===== config.mk =====
export PLATFORM = sky130hd
export DESIGN_NAME = raster_timing
export DESIGN_NICKNAME = d
export VERILOG_FILES = /design/src/verilog/video_pkg.sv /design/src/verilog/raster_timing.sv
export SDC_FILE = /design/constraint.sdc
export NUM_CORES = 1
export LEC_CHECK = 0
export BUFFER_PORTS_ARGS = -buffer_cell sky130_fd_sc_hd__buf_4
export CELL_PAD_IN_SITES_DETAIL_PLACEMENT = 1
export CELL_PAD_IN_SITES_GLOBAL_PLACEMENT = 1
export CORE_MARGIN = 8
export CORE_UTILIZATION = 48
export CTS_CLUSTER_DIAMETER = 50
export CTS_CLUSTER_SIZE = 30
export DETAILED_ROUTE_END_ITERATION = 16
export GPL_TIMING_DRIVEN = 0
export MAX_ROUTING_LAYER = met4
export PLACE_DENSITY = 0.91
export REMOVE_ABC_BUFFERS = 1
export SLEW_MARGIN = 20
export SYNTH_ARGS = -nofsm -noshare
export SYNTH_HDL_FRONTEND = slang
export SYNTH_SLANG_ARGS = --single-unit

===== constraint.sdc =====
create_clock -name video_clk -period 4.1 [get_ports video_clk]
set_input_delay 0.205 -clock video_clk [delete_from_list [all_inputs] [get_ports video_clk]]
set_output_delay 0.205 -clock video_clk [all_outputs]
set_load 0.05 [all_outputs]

===== src/verilog/video_pkg.sv =====
package video_pkg;

    ////////////////////////////////////////
    // horizontal timing, in pixels
    ////////////////////////////////////////

    // visible width
    localparam int h_active     = 640;
    // first pixel with hsync low
    localparam int h_sync_start = 656;
    // hsync back high from here
    localparam int h_sync_end   = 752;
    // full line incl. porches
    localparam int h_total      = 800;

    ////////////////////////////////////////
    // vertical timing, in lines
    ////////////////////////////////////////

    localparam int v_active     = 480;
    // first line with vsync low
    localparam int v_sync_start = 490;
    localparam int v_sync_end   = 492;
    localparam int v_total      = 525;

    // counter and frame store address widths
    localparam int count_w = 10;
    localparam int addr_w  = 19;

    // both active low
    typedef struct packed {
        logic hsync;
        logic vsync;
    } sync_t;

    // one raster position, as seen by the downstream blocks
    typedef struct packed {
        // x + y * h_active, only valid while active
        logic [addr_w-1:0] addr;
        logic              active;
        // one cycle at pixel 0 of line 0
        logic              frame_start;
        sync_t             sync;
    } raster_t;

endpackage

===== src/verilog/raster_timing.sv =====
`timescale 1ns/1ps

module raster_timing (
    input  logic               video_clk,
    input  logic               rst_n,
    output video_pkg::raster_t raster
);

    ////////////////////////////////////////
    // counters
    ////////////////////////////////////////

    logic [video_pkg::count_w-1:0] h_cnt;
    logic [video_pkg::count_w-1:0] v_cnt;
    logic                          h_wrap;
    logic                          frame_end;
    // counters just wrapped to (0, 0)
    logic                          wrap_q;

    assign h_wrap    = (h_cnt == video_pkg::count_w'(video_pkg::h_total - 1));
    assign frame_end = h_wrap && (v_cnt == video_pkg::count_w'(video_pkg::v_total - 1));

    always_ff @(posedge video_clk) begin
        if (!rst_n) begin
            h_cnt  <= '0;
            v_cnt  <= '0;
            wrap_q <= 1'b0;
        end else begin
            wrap_q <= frame_end;
            if (h_wrap) begin
                h_cnt <= '0;
                // vertical steps once per line
                if (frame_end) begin
                    v_cnt <= '0;
                end else begin
                    v_cnt <= v_cnt + 1'b1;
                end
            end else begin
                h_cnt <= h_cnt + 1'b1;
            end
        end
    end

    ////////////////////////////////////////
    // decode of current position
    ////////////////////////////////////////

    logic                          h_vis;
    logic                          v_vis;
    logic                          hsync_n;
    logic                          vsync_n;
    logic [video_pkg::addr_w-1:0]  lin_addr;

    assign h_vis = (h_cnt < video_pkg::count_w'(video_pkg::h_active));
    assign v_vis = (v_cnt < video_pkg::count_w'(video_pkg::v_active));

    // low inside the sync window
    assign hsync_n = !((h_cnt >= video_pkg::count_w'(video_pkg::h_sync_start)) &&
                       (h_cnt <  video_pkg::count_w'(video_pkg::h_sync_end)));
    assign vsync_n = !((v_cnt >= video_pkg::count_w'(video_pkg::v_sync_start)) &&
                       (v_cnt <  video_pkg::count_w'(video_pkg::v_sync_end)));

    // x + y * 640, garbage outside the visible area
    assign lin_addr = video_pkg::addr_w'(v_cnt) * video_pkg::addr_w'(video_pkg::h_active)
                    + video_pkg::addr_w'(h_cnt);

    // raster trails the counters by one cycle
    always_ff @(posedge video_clk) begin
        if (!rst_n) begin
            raster.addr        <= '0;
            raster.active      <= 1'b0;
            raster.frame_start <= 1'b0;
            raster.sync.hsync  <= 1'b1;
            raster.sync.vsync  <= 1'b1;
        end else begin
            raster.addr        <= lin_addr;
            raster.active      <= h_vis && v_vis;
            // no pulse for the (0, 0) right after reset
            raster.frame_start <= wrap_q;
            raster.sync.hsync  <= hsync_n;
            raster.sync.vsync  <= vsync_n;
        end
    end

endmodule


==> results by group, run 1 <==
Status
  – Status: finished, final reports clean

Routing
  – Met3 wire length: 195 um
  – DRT met1 WL: around 2.4 mm
  – Drt total wl: 5.51 mm
  – Vias/cell: around 5.4
  – Via count: between 1,500 and 2,000
  – Top Metal Used: met4
  – ANT nets after route: 0
  – Wire per inst: 17.1 um
  – WL met2: ~2.8 mm
  – Residual DRC: 0
  – DRT iter0 DRCs: just over 80
  – DRT Pass-1 Iters: 4

STA
  – Worst Tran Pin Value: 0.693 ns
  – Fmax: roughly 340 MHz
  – Fin crit share: 0.726
  – Fin Setup TNS: 0 ns
  – Final setup fails: 0
  – Worst Skew: around 0.011 ns
  – Max-slew violations: 0
  – Final hold vios: 0
  – Max-Slew Margin vs Limit: 0.537
  – Unrepaired setup endpoints after global routing: no
  – Minimum clock period: just under 3 ns

Setup path
  – Worst path slowest cell: or4_1
  – CP top delay family: adder cells
  – CP Cell Sequence: ha_1 -> ha_1 -> inv_1 -> fa_1 -> nand2b_1 -> a21oi_2 -> xor2_2 -> nand4b_4 -> or4_1 -> a21oi_1
  – CP Buf/Inv Count: 1
  – Crit path from: v_cnt[3]
  – Critical path class: register to register
  – Reg2reg end: raster[21]
  – R2R depth: 10
  – Critical path's most frequent cell: ha_1
  – Arrival time worst endpoint: 3.20 ns
  – CP Data Required Time: 4.32 ns
  – Reg2reg setup slack: roughly 1.1 ns
  – Crit path largest cell delay: ~0.53 ns
  – Critical path launch point type: register
  – Crit. End Element: register
  – Crit Path Max Fanout: 7
  – Worst R2R Start: v_cnt[3]
  – Worst setup path endpoint: raster[21]
  – Worst path depth: 10

Die
  – I/O pin total: 25
  – Cell Rows: 25
  – Die ar.: approximately 0.0072 mm2
  – CORE AREA: ~0.0046 mm2
  – DIE HEIGHT: 84.7 um
  – Chip width: 84.7 um
  – Starting Density: 0.490

Placed design
  – Buffers on Ports: 24
  – Final GP Congestion: ~0.76
  – Detail Placement HPWL: 3.80 mm

Final layout
  – Final nets: about 290
  – Final core occ: 0.564
  – P&R area growth vs syn: 15.1%
  – N_diodes: 0
  – Share of cells above drive strength 1: 0.164

Clock tree
  – H-tree depth: 2
  – Num Clock Sinks: 44
  – Postcts setup bufs: 0
  – Max clock buf depth: 2
  – Clk slew on worst S/H paths: around 0.09 ns
  – Num CTS Buffers: 5
  – Post_cts resized: 0
  – CTS root buf: clkbuf_8
  – Hold Buf Count CTS: 0
  – Clk_lat worst skew: between 0.3 and 0.4 ns
  – CTS tree: yes

Power and ir drop
  – PD cells: just over 300 mW/mm2
  – Leakage: between 1 and 1.5 nW
  – Final Power: about 0.80 mW
  – Worst VDD drop: ~0.00015 V

GRT
  – Initial antenna violation count: 0
  – Vias in the first global route: about 1,900
  – GR Util All Layers: 0.165
  – Total gr overflow: 0
  – First-pass GRT wire length: 9.25 mm
  – Largest net degree at the start of global routing: 22

Synth
  – Seq/Total Area, Yosys: 0.388
  – Top-count cell post-synth: dfxtp_1
  – Post-synth top cells: dfxtp_1, nor2_1, ha_1
  – Cell variety after synth: 46
  – Cell Area, Synth: roughly 0.0023 mm2
  – FF+latch count, synth: 44
  – FFs w/ async S/R, synth: 0
  – YS warnings: 0
  – Ys flop type: dfxtp_1
  – EDFF count, synth: 0
  – Biggest area consumer among synthesized cells: dfxtp_1
  – Avg Cell Area, Syn: ~9.4 um2
  – Synth Instances: 241
  – Synth area leaders: dfxtp_1, ha_1, xor2_1
  – Yosys top cell area share: 0.388

Job
  – Maxcap violations: 0

Hold path
  – Type of the most critical hold path: input port to register
worst reg2reg max path: stages, from the launching register on:
cell      delay [ns]
dfxtp_1         0.38
ha_1            0.31
ha_1            0.19
inv_1           0.09
fa_1            0.40
nand2b_1        0.20
a21oi_2         0.25
xor2_2          0.28
nand4b_4        0.15
or4_1           0.53
a21oi_1         0.13
stage by stage:
step                      hold WS, ns  setup WS [ns]  std cells  instance area [um2]
after floorplan                 0.327           1.44        236                 2240
after global placement          0.415           1.28        314                 2490
after detailed placement        0.454           1.17        314                 2490
after CTS                       0.188           1.13        322                 2610
after global routing            0.197          0.962        322                 2610
final                           0.187           1.12        322                 2610
cells in the final DEF (no fill, tap or decap), types with 3 or more instances in the layout:
master     n
dfxtp_1   44
nor2_1    39
buf_4     24
ha_1      23
xor2_1    18
inv_1     14
xnor2_1   14
nand2_1   13
nand3_1    9
and2_1     8
a21oi_1    6
clkbuf_8   5
nand4_1    4
and3_1     4
nor4_1     3
cell type report:
type | count | area (um2)
fillers | 528 | 2020
multi-input cells | 178 | 1310
flip-flops and latches | 44 | 881
repair buffers | 24 | 180
clock buffers | 5 | 68.8
well taps | 54 | 67.6
inverters | 14 | 52.6
clock inverters | 3 | 46.3
report_power, final:
group	leakage [nW]	switching, mW	internal [mW]
Combinational	0.769	0.0198	0.00698
Sequential	0.356	0.00404	0.432
Clock	0.0548	0.158	0.184
Total	1.18	0.181	0.622
cells by family (layout without fill, tap and decap cells):
family          Yosys count  after routing  synth area share
simple gates             99             99             0.236
flops                    44             44             0.388
xor+xnor                 33             33             0.131
fa+ha+maj                25             25             0.145
compound gates           21             21            0.0656
buf+inv                  19             46            0.0347
how the worst min path moves through the flow:
stage | from | cells after the start | slack, ns | end
floorplan | rst_n | 1 | 0.33 | raster[11]
global placement | wrap_q | 1 | 0.41 | raster[2]
detailed placement | wrap_q | 1 | 0.45 | raster[2]
CTS | rst_n | 2 | 0.19 | raster[2]
global route | rst_n | 2 | 0.20 | raster[7]
finish | rst_n | 2 | 0.19 | raster[2]
state kept, by name, summed over array words and instances (netlist names):
signal,flops
h_cnt,10
raster,23
v_cnt,10
wrap_q,1
metal layers:
metal,GRT usage,vias up
li1,-,853
met1,0.170,859
met5,-,-
met4,0.0696,0
met3,0.0439,9
met2,0.291,31
Note: power is estimated with default switching activity, not from simulation.
==> inputs of run 2 (changes only) <==
--- a/config.mk
+++ b/config.mk
@@ -9,13 +9,13 @@
 export CELL_PAD_IN_SITES_DETAIL_PLACEMENT = 1
 export CELL_PAD_IN_SITES_GLOBAL_PLACEMENT = 1
 export CORE_MARGIN = 8
-export CORE_UTILIZATION = 48
+export CORE_UTILIZATION = 40
 export CTS_CLUSTER_DIAMETER = 50
 export CTS_CLUSTER_SIZE = 30
 export DETAILED_ROUTE_END_ITERATION = 16
 export GPL_TIMING_DRIVEN = 0
 export MAX_ROUTING_LAYER = met4
-export PLACE_DENSITY = 0.91
+export PLACE_DENSITY = 0.82
 export REMOVE_ABC_BUFFERS = 1
 export SLEW_MARGIN = 20
 export SYNTH_ARGS = -nofsm -noshare
==> constraint.sdc (replaced) <==
create_clock -name video_clk -period 2.6 [get_ports video_clk]
set_input_delay 0.13 -clock video_clk [delete_from_list [all_inputs] [get_ports video_clk]]
set_output_delay 0.13 -clock video_clk [all_outputs]
set_load 0.05 [all_outputs]
==> results by group, run 2 (synthesis gave the netlist of run 1 again) <==
Routing
  – Vias/cell: 5.09 (-6.4%)
  – Via count: 1,773 (+1.2%)
  – DRT Pass-1 Iters: 4 (unchanged)
  – DRT iter0 DRCs: 43 (-48%)
  – Drt total wl: 5.36 mm (-2.7%)
  – Wire per inst: 15.4 um (-10%)
  – Residual DRC: 0 (unchanged)
  – ANT nets after route: 0 (unchanged)

Setup path
  – Worst path slowest cell: or4_1
  – Critical path launch point type: register
  – CP top delay family: adder cells
  – CP Cell Sequence: ha_2 -> ha_4 -> inv_2 -> fa_2 -> nand2b_4 -> a21oi_4 -> buf_6 -> a21boi_4 -> xor2_2 -> or4_1 -> a21oi_1
  – Crit. End Element: register
  – Critical path class: register to register
  – Crit Path Max Fanout: 7 (unchanged)
  – CP Data Required Time: 2.81 ns (-1.51 ns)
  – CP Buf/Inv Count: 2 (+1)
  – Crit path largest cell delay: 0.53 ns (about the same)
  – Arrival time worst endpoint: 2.91 ns (-0.29 ns)

Power and ir drop
  – PD cells: 405 mW/mm2 (+31%)
  – Leakage: 1.23 nW (+4.0%)
  – Worst VDD drop: 0.000200 V (+34%)

Die
  – Chip width: 91.3 um (+7.7%)
  – CORE AREA: 0.00551 mm2 (+19%)
  – Cell Rows: 27 (+8.0%)
  – Die ar.: 0.00834 mm2 (+16%)
  – DIE HEIGHT: 91.3 um (+7.7%)
  – Starting Density: 0.412 (-0.0780)
  – I/O pin total: 25 (unchanged)

STA
  – Max-Slew Margin vs Limit: 0.528 (-0.00913)
  – Fin worst setup slack: -0.0945 ns (-1.22 ns)
  – Worst Tran Pin Value: 0.707 ns (+0.0137 ns)
  – Hold_ws: 0.114 ns (-0.0729 ns)
  – Worst Skew: 0.00489 ns (-0.00657 ns)
  – Minimum clock period: 2.69 ns (-0.281 ns)
  – Fmax: 371 MHz (+10%)
  – Fin crit share: 1.04 (+0.311)
  – Final setup fails: 3 (+3)
  – Max-slew violations: 0 (unchanged)
  – Unrepaired setup endpoints after global routing: yes
  – Final hold vios: 0 (unchanged)

GRT
  – Initial antenna violation count: 0 (unchanged)
  – Largest net degree at the start of global routing: 22 (unchanged)
  – Vias in the first global route: 1,909 (-1.4%)
  – Total gr overflow: 0 (unchanged)
  – First-pass GRT wire length: 9.03 mm (-2.4%)
  – GR Util All Layers: 0.137 (-0.0285)

Status
  – Status: complete, but fails checks
  – Failing checks: negative setup slack

Placed design
  – Place WS: -0.328 ns (-1.49 ns)
  – Buffers on Ports: 24 (unchanged)
  – Placed standard-cell area: 0.00251 mm2 (+0.90%)
  – Detail Placement HPWL: 3.37 mm (-11%)
  – Final GP Congestion: 0.817 (+7.0%)

Final layout
  – Share of cells above drive strength 1: 0.250 (+0.0858)
  – Largest regs: raster (23), h_cnt (10), v_cnt (10)
  – Most frequent cells in the layout: nor2_1, dfxtp_1, buf_4, ha_1, xor2_1
  – Final nets: 303 (+3.1%)
  – P&R area growth vs syn: 23.4%
  – Finished Cell Area: 0.00280 mm2 (+7.3%)
  – Number of flip-flops in the largest register: 23 (unchanged)
  – N_diodes: 0 (unchanged)
  – Reg with most FFs: raster

Clock tree
  – Num CTS Buffers: 5 (unchanged)
  – Max clock buf depth: 2 (unchanged)
  – CTS tree: yes
  – Num Clock Sinks: 44 (unchanged)
  – H-tree depth: 2 (unchanged)
  – Clk_lat worst skew: 0.30 ns (about the same)
  – CTS root buf: clkbuf_8
  – Clk slew on worst S/H paths: 0.08 ns (about the same)

Job
  – Maxcap violations: 0 (unchanged)

Hold path
  – Type of the most critical hold path: input port to register
## run 2: layout make-up
cell class	instances	area [um2]
fillers	631	2710
clock inverters	2	12.5
flip-flops and latches	44	897
well taps	72	90.1
repair buffers	33	251
multi-input cells	178	1430
clock buffers	5	68.8
inverters	14	52.6
## run 2: what timing repair did
item                       CTS  global route
buffers inserted             8             1
setup endpoints to repair    4            13
hold buffers                 0             0
gates resized for setup     22             6
pin swaps                    9             8
## run 2: worst reg2reg max path: stages, from the launching register on
cell and delay, ns:
dfxtp_4 0.41, ha_2 0.21, ha_4 0.14, inv_2 0.04, fa_2 0.37, nand2b_4 0.17
a21oi_4 0.20, buf_6 0.14, a21boi_4 0.06, xor2_2 0.15, or4_1 0.53, a21oi_1 0.18
## run 2: metal layers
metal | vias to the layer above | GRT usage | share of wire
met4 | 0 | 0.0614 | 0.022
met3 | 9 | 0.0354 | 0.034
met2 | 24 | 0.243 | 0.51
met5 | - | - | 0
li1 | 875 | - | -
met1 | 865 | 0.138 | 0.43
## run 2: report_power, final
| group | internal [mW] | switching, mW |
|---|---|---|
| Clock | 0.182 | 0.229 |
| Combinational | 0.0110 | 0.0303 |
| Sequential | 0.676 | 0.00535 |
| Total | 0.869 | 0.264 |
## run 2: path summary, 6_finish.rpt
| kind | from | endpoint | slack [ns] | cells after the start |
|---|---|---|---|---|
| setup reg to reg | v_cnt[2] | raster[21] | -0.09 | 11 |
| hold / removal | rst_n | raster[11] | 0.11 | 2 |
| setup / recovery | v_cnt[2] | raster[21] | -0.09 | 11 |
| hold reg to reg | wrap_q | raster[2] | 0.44 | 1 |
## run 2: stage by stage
| stage | std cells | total power, mW | utilization | TNS, ns |
|---|---|---|---|---|
| after global routing | 348 | 1.18 | 0.509 | -0.555 |
| after CTS | 347 | 1.15 | 0.499 | -0.0696 |
| after detailed placement | 332 | 0.744 | 0.456 | -0.954 |
| after floorplan | 236 | 0.729 | - | -0.122 |
| after global placement | 332 | 0.743 | 0.456 | -0.618 |
| final | 348 | 1.13 | 0.509 | -0.175 |
==> inputs of run 3 (changes only) <==
--- a/config.mk
+++ b/config.mk
@@ -16,7 +16,6 @@
 export GPL_TIMING_DRIVEN = 0
 export MAX_ROUTING_LAYER = met4
 export PLACE_DENSITY = 0.82
-export REMOVE_ABC_BUFFERS = 1
 export SLEW_MARGIN = 20
 export SYNTH_ARGS = -nofsm -noshare
 export SYNTH_HDL_FRONTEND = slang
==> results by group, run 3 (synthesis gave the netlist of run 1 again) <==
Status
  – Status: complete, but fails checks
  – Failing checks: negative setup slack

STA
  – Hold_ws: 0.127 ns (+0.0128 ns)
  – Worst Skew: 0.00758 ns (+0.00268 ns)
  – Final hold vios: 0 (unchanged)
  – Max-Slew Margin vs Limit: 0.599 (+0.0712)
  – Unrepaired setup endpoints after global routing: yes
  – Fin worst setup slack: -0.0655 ns (+0.0291 ns)
  – Worst Tran Pin Value: 0.601 ns (-0.106 ns)
  – Max-slew violations: 0 (unchanged)
  – Fin crit share: 1.03 (-0.0112)
  – Minimum clock period: 2.67 ns (-0.0291 ns)
  – Fmax: 375 MHz (+1.1%)
  – Final setup fails: 3 (unchanged)

Setup path
  – Crit path largest cell delay: 0.41 ns (-0.12 ns)
  – CP Cell Sequence: ha_4 -> ha_4 -> inv_2 -> fa_2 -> xor2_2 -> or3b_4 -> nor4_4 -> and3b_2 -> a31o_1 -> a21oi_2
  – Critical path launch point type: register
  – Worst path slowest cell: or3b_4
  – Reg2reg end: raster[22]
  – CP Buf/Inv Count: 1 (-1)
  – Arrival time worst endpoint: 2.87 ns (-0.04 ns)
  – CP top delay family: simple AND/OR/NAND/NOR gates
  – Crit Path Max Fanout: 3 (-4)
  – CP Data Required Time: 2.80 ns (about the same)
  – Critical path class: register to register
  – Critical path's most frequent cell: ha_4
  – Reg2reg setup slack: -0.07 ns (+0.03 ns)
  – Crit. End Element: register
  – R2R depth: 10 (-1)
  – Worst R2R Start: v_cnt[1]

Clock tree
  – Clk_lat worst skew: 0.31 ns (about the same)
  – Clk slew on worst S/H paths: 0.09 ns (about the same)
  – Num CTS Buffers: 5 (unchanged)
  – Num Clock Sinks: 44 (unchanged)
  – CTS root buf: clkbuf_8
  – H-tree depth: 2 (unchanged)
  – Max clock buf depth: 2 (unchanged)
  – CTS tree: yes

Routing
  – Via count: 1,844 (+4.0%)
  – DRT iter0 DRCs: 89 (+110%)
  – Drt total wl: 6.27 mm (+17%)
  – Residual DRC: 0 (unchanged)
  – ANT nets after route: 0 (unchanged)
  – DRT Pass-1 Iters: 4 (unchanged)
  – Vias/cell: 5.17 (+1.4%)
  – Wire per inst: 17.6 um (+14%)

Synth
  – Syn Nets: ~270

Hold path
  – WHS Endpoint: raster[2]
  – Hold path cells: 2 (unchanged)
  – Hold Path Origin: rst_n
  – Type of the most critical hold path: input port to register

Final layout
  – Largest regs: raster (23), h_cnt (10), v_cnt (10)
  – Fillers: 613 (-2.9%)
  – Reg area: 901 um2 (+0.42%)
  – Reg with most FFs: raster
  – Final nets: 311 (+2.6%)
  – Most frequent cells in the layout: nor2_1, dfxtp_1, buf_4, ha_1, xor2_1
  – Finished Cell Area: 0.00289 mm2 (+3.2%)
  – Share of cells above drive strength 1: 0.270 (+0.0202)
  – Final Non-Filler Cells: 357 (+2.6%)
  – Multi-input gate area: 0.00143 mm2 (+0.44%)
  – N_diodes: 0 (unchanged)
  – Number of flip-flops in the largest register: 23 (unchanged)
  – P&R area growth vs syn: 27.4%
  – Most common cell after layout, fill and taps aside: nor2_1

Job
  – Maxcap violations: 0 (unchanged)

GRT
  – Vias in the first global route: 2,002 (+4.9%)
  – Initial antenna violation count: 0 (unchanged)
  – First-pass GRT wire length: 10.0 mm (+11%)
  – Total gr overflow: 0 (unchanged)
  – Largest net degree at the start of global routing: 16 (-27%)
  – GR Util All Layers: 0.155 (+0.0184)

Placed design
  – Detail Placement HPWL: 3.72 mm (+10%)
  – Final GP Congestion: 0.816 (about the same)
  – Placed cells: 337 (+1.5%)
  – Placed standard-cell area: 0.00254 mm2 (+1.3%)
  – Buffers on Ports: 24 (unchanged)

Power and ir drop
  – Leakage: 1.26 nW (+2.6%)
  – Worst VDD drop: 0.000291 V (+45%)
  – Final Power: 1.27 mW (+12%)
  – PD cells: 439 mW/mm2 (+8.5%)

Die
  – Die ar.: 0.00834 mm2 (unchanged)
  – Chip width: 91.3 um (unchanged)
  – Cell Rows: 27 (unchanged)
  – DIE HEIGHT: 91.3 um (unchanged)
  – CORE AREA: 0.00551 mm2 (unchanged)
  – Starting Density: 0.412 (unchanged)
  – I/O pin total: 25 (unchanged)
run 3: cell types whose count changed in the layout (fill, tap and decap cells not counted), sizes merged:
| cell | change |
|---|---|
| buf | +4 |
| bufinv | +1 |
| clkbuf | +4 |
| clkinv | +1 |
| clkinvlp | -1 |
run 3: per-stage QoR:
stage | setup WS [ns] | utilization | TNS [ns]
6_report | -0.0655 | 0.525 | -0.170
5_1_grt | -0.178 | 0.525 | -0.564
4_1_cts | -0.0574 | 0.509 | -0.0731
3_5_place_dp | -0.225 | 0.462 | -0.630
3_3_place_gp | -0.140 | 0.462 | -0.412
2_1_floorplan | -0.00200 | - | -0.00331
run 3: repair_timing:
action / CTS / global route
endpoints found under the setup margin: 4 / 5
hold buffers: 0 / 0
setup buffers: 7 / 6
resized for setup: 19 / 9
pin swaps: 13 / 7
gates cloned: 0 / 0
run 3: worst max path at each step:
stage	start	slack, ns	to	cells past startpoint
after floorplan	v_cnt[1]	-0.002	raster[21]	9
after global placement	v_cnt[2]	-0.14	raster[21]	10
after detailed placement	v_cnt[1]	-0.23	raster[22]	10
after CTS	v_cnt[1]	-0.06	raster[21]	9
after global routing	v_cnt[1]	-0.18	raster[22]	10
final	v_cnt[1]	-0.07	raster[22]	10
run 3: layout make-up:
cell class              instances  area share
multi-input cells             178       0.496
repair buffers                 36      0.0935
well taps                      72      0.0312
flip-flops and latches         44       0.312
plain buffers                   5     0.00909
inverters                      14      0.0182
clock inverters                 3      0.0165
clock buffers                   5      0.0238
run 3: power breakdown:
group	total (mW)	switching (mW)	internal (mW)
Combinational	0.0457	0.0329	0.0128
Sequential	0.682	0.00626	0.675
Clock	0.542	0.253	0.290
run 3: per-layer routing:
layer / part of all wire / track usage / vias to the layer above
li1: - / - / 891
met1: 0.41 / 0.159 / 884
met2: 0.52 / 0.271 / 52
met3: 0.043 / 0.0329 / 17
met4: 0.030 / 0.0846 / 0
met5: 0 / - / -
